--- src/usb_pkt_pkg.sv ---
package usb_pkt_pkg;

    // Packet kinds carried in a request.
    typedef enum logic [3:0] {
        BAG_INIT   = 4'h0,
        BAG_ACK    = 4'h1,
        BAG_NAK    = 4'h2,
        BAG_RLY    = 4'h3,
        BAG_LINK   = 4'h4,
        BAG_DIDX   = 4'h5,
        BAG_DPARAM = 4'h6,
        BAG_DDIDX  = 4'h7
    } bag_type_t;

    localparam logic [7:0] IDLE_BYTE = 8'h00;
    localparam logic [7:0] PID_SYNC  = 8'h01;
    localparam logic [7:0] PID_PREM  = 8'h5A;
    localparam logic [7:0] PID_ACK   = 8'h2D;
    localparam logic [7:0] PID_NAK   = 8'hA5;
    localparam logic [7:0] PID_RLY   = 8'hE1;
    localparam logic [7:0] PID_CMD   = 8'h1E;

    // Upper nibble of the first command byte.
    localparam logic [3:0] HEAD_DDIDX  = 4'h1;
    localparam logic [3:0] HEAD_DPARAM = 4'h5;
    localparam logic [3:0] HEAD_DIDX   = 4'h9;
    localparam logic [3:0] HEAD_LINK   = 4'hB;

    // Length field is a zero byte followed by the count.
    localparam int LEN_BYTES = 2;

    // Zero for handshakes, which carry no command bytes.
    function automatic logic [7:0] cmd_len(input bag_type_t kind);
        case (kind)
            BAG_DIDX, BAG_DDIDX, BAG_LINK: return 8'd1;
            BAG_DPARAM: return 8'd2;
            default: return 8'd0;
        endcase
    endfunction

    function automatic logic [7:0] pid_of(input bag_type_t kind);
        case (kind)
            BAG_ACK: return PID_ACK;
            BAG_NAK: return PID_NAK;
            BAG_RLY: return PID_RLY;
            BAG_INIT: return IDLE_BYTE;
            default: return PID_CMD;
        endcase
    endfunction

endpackage

--- src/dev_cmd_pkg.sv ---
package dev_cmd_pkg;

    import usb_pkt_pkg::*;

    // Command fields, most significant first.
    typedef struct packed {
        logic [3:0]  device_idx;
        logic [3:0]  data_idx;
        logic [3:0]  freq_samp;
        logic [3:0]  filt_up;
        logic [3:0]  filt_low;
        logic [11:0] reserved;
    } dev_cmd_t;

    // One queued packet request.
    typedef struct packed {
        bag_type_t kind;
        dev_cmd_t  cmd;
    } tx_req_t;

endpackage

--- src/crc5.sv ---
`timescale 1ns/10ps

module crc5 (
    input  logic       clk,
    input  logic       rst,
    input  logic       init,
    input  logic       enable,
    input  logic [7:0] din,
    output logic [7:0] dout
);

    // x^5 + x^2 + 1
    localparam logic [4:0] poly = 5'b00101;
    localparam logic [4:0] seed = 5'h1F;

    logic [4:0] crc;
    logic [4:0] crc_next;

    // Fold one byte in, least significant bit first.
    always_comb begin
        logic fb;
        crc_next = crc;
        for (int i = 0; i < 8; i++) begin
            fb = din[i] ^ crc_next[4];
            crc_next = {crc_next[3:0], 1'b0} ^ (fb ? poly : 5'b00000);
        end
    end

    always_ff @(posedge clk or posedge rst) begin
        if (rst) begin
            crc <= seed;
        end else if (init) begin
            crc <= seed;
        end else if (enable) begin
            crc <= crc_next;
        end
    end

    assign dout = {3'b000, ~crc};

endmodule

--- src/tx_req_fifo.sv ---
`timescale 1ns/10ps

module tx_req_fifo
    import dev_cmd_pkg::*;
#(
    parameter int fifo_depth = 4
) (
    input  logic    clk,
    input  logic    rst,
    input  logic    push,
    input  tx_req_t req,
    input  logic    pop,
    output tx_req_t head,
    output logic    empty,
    output logic    full
);

    localparam int aw = $clog2(fifo_depth);
    localparam logic [aw:0] full_level = (aw + 1)'(fifo_depth);

    tx_req_t       mem [fifo_depth];
    logic [aw-1:0] wr_ptr;
    logic [aw-1:0] rd_ptr;
    logic [aw:0]   count;
    logic          do_push;
    logic          do_pop;

    // Pushes into a full queue are dropped.
    assign do_push = push && !full;
    assign do_pop = pop && !empty;

    always_ff @(posedge clk) begin
        if (do_push) begin
            mem[wr_ptr] <= req;
        end
    end

    always_ff @(posedge clk or posedge rst) begin
        if (rst) begin
            wr_ptr <= '0;
            rd_ptr <= '0;
            count <= '0;
        end else begin
            if (do_push) begin
                wr_ptr <= wr_ptr + 1'b1;
            end
            if (do_pop) begin
                rd_ptr <= rd_ptr + 1'b1;
            end
            case ({do_push, do_pop})
                2'b10: count <= count + 1'b1;
                2'b01: count <= count - 1'b1;
                default: count <= count;
            endcase
        end
    end

    assign head = mem[rd_ptr];
    assign empty = (count == '0);
    assign full = (count == full_level);

endmodule

--- src/tx_sequencer.sv ---
`timescale 1ns/10ps

module tx_sequencer
    import usb_pkt_pkg::*, dev_cmd_pkg::*;
(
    input  logic      clk,
    input  logic      rst,
    input  tx_req_t   head,
    input  logic      empty,
    output logic      pop,
    output logic      fs,
    output bag_type_t btype,
    output dev_cmd_t  cache_cmd,
    input  logic      fd,
    output logic      busy
);

    typedef enum logic {
        SEQ_IDLE,
        SEQ_SEND
    } seq_state_t;

    seq_state_t state;
    logic       take;

    // Head is stale in the pop cycle, so wait for the queue to advance.
    assign take = (state == SEQ_IDLE) && !empty && !pop;

    always_ff @(posedge clk or posedge rst) begin
        if (rst) begin
            state <= SEQ_IDLE;
            fs <= 1'b0;
            pop <= 1'b0;
        end else begin
            pop <= 1'b0;
            case (state)
                SEQ_IDLE: begin
                    if (take) begin
                        fs <= 1'b1;
                        state <= SEQ_SEND;
                    end
                end
                SEQ_SEND: begin
                    if (fd) begin
                        fs <= 1'b0;
                        pop <= 1'b1;
                        state <= SEQ_IDLE;
                    end
                end
                default: state <= SEQ_IDLE;
            endcase
        end
    end

    always_ff @(posedge clk) begin
        if (take) begin
            btype <= head.kind;
            cache_cmd <= head.cmd;
        end
    end

    // Stays high through the pop so the last byte still leaving is covered.
    assign busy = (state == SEQ_SEND) || pop;

endmodule

--- src/usb_link_tx.sv ---
`timescale 1ns/10ps

module usb_link_tx
    import usb_pkt_pkg::*, dev_cmd_pkg::*;
#(
    parameter int preamble_len = 0,
    parameter int fifo_depth = 4
) (
    input  logic       clk,
    input  logic       rst,
    input  logic       req_push,
    input  tx_req_t    req,
    output logic       full,
    output logic       busy,
    output logic [7:0] usb_txd
);

    tx_req_t   head;
    logic      empty;
    logic      pop;
    logic      fs;
    logic      fd;
    bag_type_t btype;
    dev_cmd_t  cache_cmd;

    tx_req_fifo #(
        .fifo_depth (fifo_depth)
    ) tx_req_fifo_inst (
        .clk   (clk),
        .rst   (rst),
        .push  (req_push),
        .req   (req),
        .pop   (pop),
        .head  (head),
        .empty (empty),
        .full  (full)
    );

    tx_sequencer tx_sequencer_inst (
        .clk       (clk),
        .rst       (rst),
        .head      (head),
        .empty     (empty),
        .pop       (pop),
        .fs        (fs),
        .btype     (btype),
        .cache_cmd (cache_cmd),
        .fd        (fd),
        .busy      (busy)
    );

    usb_tx #(
        .preamble_len (preamble_len)
    ) usb_tx_inst (
        .clk       (clk),
        .rst       (rst),
        .fs        (fs),
        .fd        (fd),
        .btype     (btype),
        .cache_cmd (cache_cmd),
        .usb_txd   (usb_txd)
    );

endmodule

--- src/usb_tx.sv ---
`timescale 1ns/10ps

module usb_tx
    import usb_pkt_pkg::*, dev_cmd_pkg::*;
#(
    parameter int preamble_len = 0
) (
    input  logic       clk,
    input  logic       rst,
    input  logic       fs,
    output logic       fd,
    input  bag_type_t  btype,
    input  dev_cmd_t   cache_cmd,
    output logic [7:0] usb_txd
);

    typedef enum logic [3:0] {
        IDLE, WAIT, PREM, SYNC, WPID, DNUM, WCMD, CRC5, WORK, DONE
    } state_t;

    localparam logic [3:0] prem_last = (preamble_len > 0) ? 4'(preamble_len - 1) : 4'd0;
    localparam logic [3:0] len_last = 4'(LEN_BYTES - 1);

    state_t     state;
    state_t     next_state;
    logic [3:0] num;
    logic [3:0] cmd_last;
    logic [7:0] dlen;
    logic [7:0] pid;
    logic [7:0] txd;
    logic [7:0] cmd_byte;
    logic       cen;
    logic [7:0] crc_out;

    assign fd = (state == DONE);
    assign cmd_last = dlen[3:0] - 4'd1;

    always_ff @(posedge clk or posedge rst) begin
        if (rst) begin
            state <= IDLE;
        end else begin
            state <= next_state;
        end
    end

    always_comb begin
        next_state = state;
        case (state)
            IDLE: next_state = WAIT;
            WAIT: if (fs) next_state = (preamble_len == 0) ? SYNC : PREM;
            PREM: if (num == prem_last) next_state = SYNC;
            SYNC: next_state = WPID;
            WPID: next_state = (cmd_len(btype) == 8'd0) ? DONE : DNUM;
            DNUM: if (num == len_last) next_state = WCMD;
            WCMD: if (num == cmd_last) next_state = CRC5;
            CRC5: next_state = WORK;
            WORK: next_state = DONE;
            DONE: if (!fs) next_state = WAIT;
            default: next_state = IDLE;
        endcase
    end

    // One counter paces preamble, length field and command bytes.
    always_ff @(posedge clk or posedge rst) begin
        if (rst) begin
            num <= 4'd0;
        end else if (state == PREM && num != prem_last) begin
            num <= num + 4'd1;
        end else if (state == DNUM && num != len_last) begin
            num <= num + 4'd1;
        end else if (state == WCMD && num != cmd_last) begin
            num <= num + 4'd1;
        end else begin
            num <= 4'd0;
        end
    end

    always_ff @(posedge clk) begin
        if (state == SYNC) begin
            pid <= pid_of(btype);
        end
        if (state == WPID) begin
            dlen <= cmd_len(btype);
        end
    end

    always_comb begin
        case (btype)
            BAG_DIDX: cmd_byte = {HEAD_DIDX, cache_cmd.device_idx};
            BAG_DDIDX: cmd_byte = {HEAD_DDIDX, cache_cmd.data_idx};
            BAG_LINK: cmd_byte = {HEAD_LINK, 4'h0};
            BAG_DPARAM: begin
                if (num == 4'd0) begin
                    cmd_byte = {HEAD_DPARAM, cache_cmd.freq_samp};
                end else begin
                    cmd_byte = {cache_cmd.filt_up, cache_cmd.filt_low};
                end
            end
            default: cmd_byte = IDLE_BYTE;
        endcase
    end

    always_ff @(posedge clk or posedge rst) begin
        if (rst) begin
            txd <= IDLE_BYTE;
        end else begin
            case (state)
                PREM: txd <= PID_PREM;
                SYNC: txd <= PID_SYNC;
                WPID: txd <= pid;
                DNUM: txd <= (num == len_last) ? dlen : IDLE_BYTE;
                WCMD: txd <= cmd_byte;
                default: txd <= IDLE_BYTE;
            endcase
        end
    end

    // CRC sees the count byte and the command bytes as they sit in txd.
    always_ff @(posedge clk or posedge rst) begin
        if (rst) begin
            cen <= 1'b0;
        end else begin
            cen <= (state == DNUM && num == len_last) || (state == WCMD);
        end
    end

    always_ff @(posedge clk or posedge rst) begin
        if (rst) begin
            usb_txd <= IDLE_BYTE;
        end else if (state == WORK) begin
            usb_txd <= crc_out;
        end else begin
            usb_txd <= txd;
        end
    end

    crc5 crc5_inst (
        .clk    (clk),
        .rst    (rst),
        .init   (state == WAIT),
        .enable (cen),
        .din    (txd),
        .dout   (crc_out)
    );

endmodule

--- config.mk ---
export PLATFORM = sky130hd
export DESIGN_NAME = usb_link_tx
export DESIGN_NICKNAME = d
export VERILOG_FILES = /design/src/usb_pkt_pkg.sv /design/src/dev_cmd_pkg.sv /design/src/crc5.sv /design/src/tx_req_fifo.sv /design/src/tx_sequencer.sv /design/src/usb_link_tx.sv /design/src/usb_tx.sv
export SDC_FILE = /design/constraint.sdc
export NUM_CORES = 1
export LEC_CHECK = 0
export BUFFER_PORTS_ARGS = -buffer_cell sky130_fd_sc_hd__buf_2
export CORE_MARGIN = 4
export CORE_UTILIZATION = 30
export CTS_CLUSTER_DIAMETER = 60
export DETAILED_ROUTE_END_ITERATION = 6
export HOLD_SLACK_MARGIN = 0.08
export MAX_ROUTING_LAYER = met4
export PLACE_DENSITY = 0.55
export SLEW_MARGIN = 30
export SYNTH_ARGS = -nofsm -noshare
export SYNTH_HDL_FRONTEND = slang
export SYNTH_SLANG_ARGS = --single-unit
--- constraint.sdc ---
create_clock -name clk -period 5.89 [get_ports clk]
set_clock_uncertainty 0.15 [all_clocks]
set_input_delay 1.767 -clock clk [delete_from_list [all_inputs] [get_ports clk]]
set_output_delay 1.767 -clock clk [all_outputs]
set_load 0.02 [all_outputs]
Word level (Yosys, flattened, before mapping)
Memories as Yosys holds them, arrays and structs flattened. A register that Yosys moved wholly into a read port is not among the register bits. Index checks and enable logic that the tools add are counted.

Register bits: 56. Memory bits (writable): 144. Bits of input ports: 39. Output and inout port bits: 10. Logic and storage cells: 132. Memories: 1.

Add/subtract/negate cells: 6. Eq/ne operators: 30. Muxes and demuxes: 39. Bitwise gates (word level): 18. Reductions and logical operators: 24.

Memory list: tx_req_fifo_inst.mem (words 4, bits a word 36, rd ports 1, clocked after memory_dff 1, write ports 1, RTL line tx_req_fifo.sv:21) `tx_req_t mem [fifo_depth];`.

Operator list (number): 8-bit one-hot mux with 4 select lines (2); 4-bit one-hot mux with 10 select lines (1); 8-bit one-hot mux with 5 select lines (1); 5-bit by 3-bit XOR with 5-bit output (8); 4-bit two-way mux (9); 4-bit by 3-bit == test with 1-bit output, second input constant (8); 8-bit two-way mux (4); 3-bit two-way mux (8); 4-bit by 2-bit == test with 1-bit output, second input constant (4); 4-bit by 1-bit == test with 1-bit output, second input constant (3); 4-bit logical NOT (3); 5-bit two-way mux (2); 4-bit == test, second input constant (2); 1-bit logical AND (8); 8-bit logical NOT (1); 1-bit two-way mux (8); 2-bit inequality test, second input constant (4); 1-bit XOR (8); 2-bit by 1-bit inequality test with 1-bit output, second input constant (3); 3-bit one-hot mux with 2 select lines (1); 5-bit NOT (1); 5-bit AND reduction (1); 2-bit by 1-bit adder with 2-bit output, second input constant (2); 4-bit by 1-bit adder with 4-bit output, second input constant (1); 19 further kinds (24).

Logic depth before layout (Yosys ltp)
Depth after elaboration: 26. Mapped depth: 10. Depth with buffers taken out: 10.

Cells and area by module
A second synthesis with hierarchy kept.

Cell total of the unflattened synthesis: 473. Area, all modules: 9063.7 um^2.

By module, submodules not included: tx_req_fifo (instances 1, cells an instance 226, area each 5639.2 um^2, sequential area each 4499.3 um^2); usb_tx (instances 1, cells an instance 159, area each 1762.9 um^2, sequential area each 865.8 um^2); tx_sequencer (instances 1, cells an instance 47, area each 1212.4 um^2, sequential area each 1156.1 um^2); crc5 (instances 1, cells an instance 41, area each 449.2 um^2, sequential area each 131.4 um^2).

Worst setup path after synthesis
Ideal clock, no wire load.

Path kind: input to register. Start: input port req_push. End: memory tx_req_fifo_inst.mem[0][12] (netlist name), enable pin. Setup time: 383 ps. Data arrival time: 2750 ps. Required time: 5357 ps. Slack: 2607 ps. Stages on the path: 2. Buffers on the path: 0. Path through: nor2b_1 > and2_1.

Cells in the longest elaborated chain, start to end: 3.

RTL lines: start: declaration (RTL line usb_link_tx.sv:11) `input logic req_push,`; 1-bit logical AND (RTL line tx_req_fifo.sv:29) `assign do_push = push && !full;`; 1-bit two-way mux (RTL line tx_req_fifo.sv:33) `if (do_push) begin`; 1-bit two-way mux (implied by the code) (RTL line tx_req_fifo.sv:34) `mem[wr_ptr] <= req;`; end: declaration (RTL line tx_req_fifo.sv:21).

No other way between the ends.

Worst setup path after layout
Start: register tx_sequencer_inst.pop. End: output port busy.

Cells in the longest elaborated chain, start to end: 1.

RTL lines: start: declaration (RTL line tx_sequencer.sv:10) `output logic pop,`; start signal: assignment (RTL line tx_sequencer.sv:33) `pop <= 1'b0;`; start signal: assignment (RTL line tx_sequencer.sv:35) `pop <= 1'b0;`; start signal: assignment (RTL line tx_sequencer.sv:46) `pop <= 1'b1;`; 1-bit logical OR (RTL line tx_sequencer.sv:63) `assign busy = (state == SEQ_SEND) || pop;`; end: declaration (RTL line usb_link_tx.sv:14) `output logic busy,`.

No other way between the ends.

==> results list <==
- Once the clock tree was built, the setup fixing pass inserted 0 buffers.
- In this design, the stage delay of the slowest critical-path cell is 370 ps.
* Clock-pin slew on the worst setup and hold paths: 70 ps
* Global route total overflow: 0
- Total half-perimeter wirelength after legalization and detailed placement: 7.54 mm
- For this run, design rule violations remaining after detail routing come to 0.
- Of the cells placed in the final design, the portion with a size suffix greater than 1 is 24.3%.
- Clock tree sinks: 168
- Max Buffers Root-to-Sink: 2
- Setup violations remaining at the end of the flow were counted as 0.
- Period utilization: 54.4%
* Initial detailed-routing violation count: 220
- Setup repair after global routing left no endpoint under its margin.
- Yosys printed 0 warnings.
* Number of hold violations in the final report: 0
- STA classifies the critical path endpoint as an output pin.
- Ordered cell list for the critical path: or2_2 -> buf_2
* CTS tree: built
- Final Routed Wirelength: 11.8 mm
* Number of antenna violations at the first check in global routing: 1
- Counting flops with an async set or reset pin after synthesis yields a share of 23.8%.
* Syn-to-layout area delta: 16.4%
* Avg Inst Size Synth: 17.1 sq um
* Worst path slowest cell: dfrtp_1
* Final Max Slew Viols: 0
- The die is 158 um tall.
- Number of flops mapped to enable cells by yosys: 128
* GPL Wtd Cong: 0.817
- All-Layer GR Usage: 10.6%
- For the worst setup path, the data arrival time is 1290 ps.
- Average wire per standard cell: 16.0 um
* Startpoint class of the critical path: flip-flop
- Entering global routing, the biggest net connects 41 pins.
- The number of nets in the synthesized netlist is 442.
- Maximum fanout encountered on the critical timing path: 3
* Detailed Routing Iterations Pass 1: 4
- Among all flip-flop cells after synthesis, the most frequent one is edfxtp_1.
- The floorplan step defined a die boundary enclosing 24900 sq um.
- The first global-routing pass estimated 19.4 mm of wire.
* Total clock buffers created by CTS: 17
* Max-slew headroom: 39.1%
- The net count of the finished layout is 492.
- Final hold slack: 331 ps
- Minimum clock period after layout: 3200 ps
- The worst-case IR drop observed on VDD is 0.274 mV.
- The number of global-route vias before repair came to 3628.
- I/O pins: 49
- Peak Freq: 312 MHz
- Number of rows created at floorplan: 54
- Buffers placed on the I/O ports in this run total 36.
- H-Tree Depth: 4
- Slew @ Worst Pin: 907 ps
- Post-route ant nets: 0
- PwrDens: 501 nW/um^2
- Root buffer selected by CTS: clkbuf_16
- PostCTS Resize Cnt: 0
- Synthesized flop and latch total: 168
* Data required time of the worst path: 3970 ps
- Mapped cell area: 6740 sq um
- Die X: 158 um
- Max-cap violations in this run came to 0.
- The run finished with clean final reports.
- The total area inside the core boundary comes to 22000 sq um.
- The later pin in the worst-skew pair is clocked with a latency of 420 ps.
- Critical path type: reg -> out
- Summing the sequential cell areas from Yosys gives 72.0% of the chip area.
* Leak Pwr: 2.89 nW
- Synthesis produced a netlist whose cell count is 393.
* Tot Pwr: 3.93 mW
- The tightest min-delay check is of the reg -> reg type.
- The netlist uses 48 different library cells.
* Via-to-Cell Ratio: 4.56
* Effective utilization at floorplan: 30.7%
- Hold bufs inserted after CTS: 0
- For this block, the via count after detailed routing is 3364.
- Total negative slack for setup checks: 0 ps
[critical path: cells and delay by family (launching register included)]
family	cells	cell delay (ps)
and+or+nand+nor	1	320
buffers and inverters	1	170
DFF	1	370
[synth_stat cells (10+ instances only)]
cell,n,area (sq um)
a21oi_1,10,50.1
dfrtp_1,35,876
edfxtp_1,128,3840
inv_1,18,67.6
mux2i_1,10,100
mux4_2,24,541
nand2_1,17,63.8
nor2_1,15,56.3
nor3_1,10,50.1
xnor2_1,14,123
[power by group]
part | internal, mW | switching (mW)
registers | 1.65 | 0.150
clock network | 0.558 | 0.492
logic | 0.506 | 0.574
[logic make-up (layout without fill, tap and decap cells)]
family / Yosys count / after routing / synth area share [%]
xor gates and xnor gates: 24 / 24 / 3.90
and+or+nand+nor: 78 / 78 / 5.92
adders and majority gates: 10 / 10 / 1.97
buffers and inverters: 32 / 95 / 1.86
muxes: 36 / 36 / 9.84
other: 0 / 1 / 0
AOI/OAI and AO/OA: 45 / 45 / 4.53
DFF: 168 / 168 / 72.0
[cell type report]
cell class,instances,area (sq um)
repair buffers,45,248
inverters,18,67.6
well taps,280,350
fillers,2054,14100
clock buffers,17,425
flip-flops and latches,168,4850
diodes,1,2.50
clock inverters,15,136
multi-input cells,193,1770
[state kept, by name, summed over array words and instances, names as in the netlist, 3 cells and up]
| signal | cells |
|---|---|
| usb_tx_inst.state | 4 |
| usb_tx_inst.pid | 6 |
| usb_tx_inst.txd | 8 |
| tx_sequencer_inst.btype | 4 |
| tx_req_fifo_inst.mem | 96 |
| usb_tx_inst.usb_txd | 8 |
| tx_req_fifo_inst.count | 3 |
| tx_sequencer_inst.cache_cmd | 20 |
| usb_tx_inst.num | 4 |
| usb_tx_inst.crc5_inst.crc | 5 |
[cells in the final DEF (no fill, tap or decap), types with 4 or more instances in the layout]
cell type	count
edfxtp_1	128
buf_2	36
dfrtp_1	35
mux4_2	24
inv_1	18
nand2_1	17
clkbuf_16	17
xnor2_1	14
nor2_1	14
nor3_1	10
a21oi_1	10
mux2i_1	10
nor2b_1	9
o21ai_0	9
ha_1	9
buf_4	9
and2_1	8
nand2b_1	6
xor2_1	6
and3_1	5
inv_8	5
dfstp_2	5
o22ai_1	4
[metrics by stage]
step	setup WS, ps	instance area [sq um]	util (%)	cells
after detailed placement	2420	7280	33.2	704
after global routing	2600	7850	35.7	737
after floorplan	2610	6740	-	393
after CTS	2660	7840	35.7	736
after global placement	2510	7280	33.2	704
final	2690	7850	35.7	737
[final timing paths]
kind	from	endpoint	slack [ps]	depth (start not counted)
max in group asynchronous	rst	usb_tx_inst.crc5_inst.crc[2]$_DFFE_PP1P_	3910	3
min in group asynchronous	rst	usb_tx_inst.num[3]$_DFF_PP0_	1320	3
hold / removal	usb_tx_inst.pid[7]$_DFFE_PP_	usb_tx_inst.txd[7]$_DFF_PP0_	330	1
setup / recovery	tx_sequencer_inst.pop$_DFF_PP0_	busy	2690	2
hold reg to reg	usb_tx_inst.pid[7]$_DFFE_PP_	usb_tx_inst.txd[7]$_DFF_PP0_	330	1
setup reg to reg	tx_req_fifo_inst.count[0]$_DFFE_PP0P_	tx_req_fifo_inst.count[2]$_DFFE_PP0P_	3710	10
[layer usage]
metal | up-vias | routed length [um] | share of wire (%) | GRT usage (%)
met5 | - | 0 | 0 | -
met2 | 66 | 6150 | 52 | 17.3
met3 | 10 | 595 | 5.1 | 3.80
met1 | 1698 | 4900 | 42 | 12.3
met4 | 0 | 128 | 1.1 | 3.24
li1 | 1590 | - | - | -
Power figures use the tool's default switching activity.
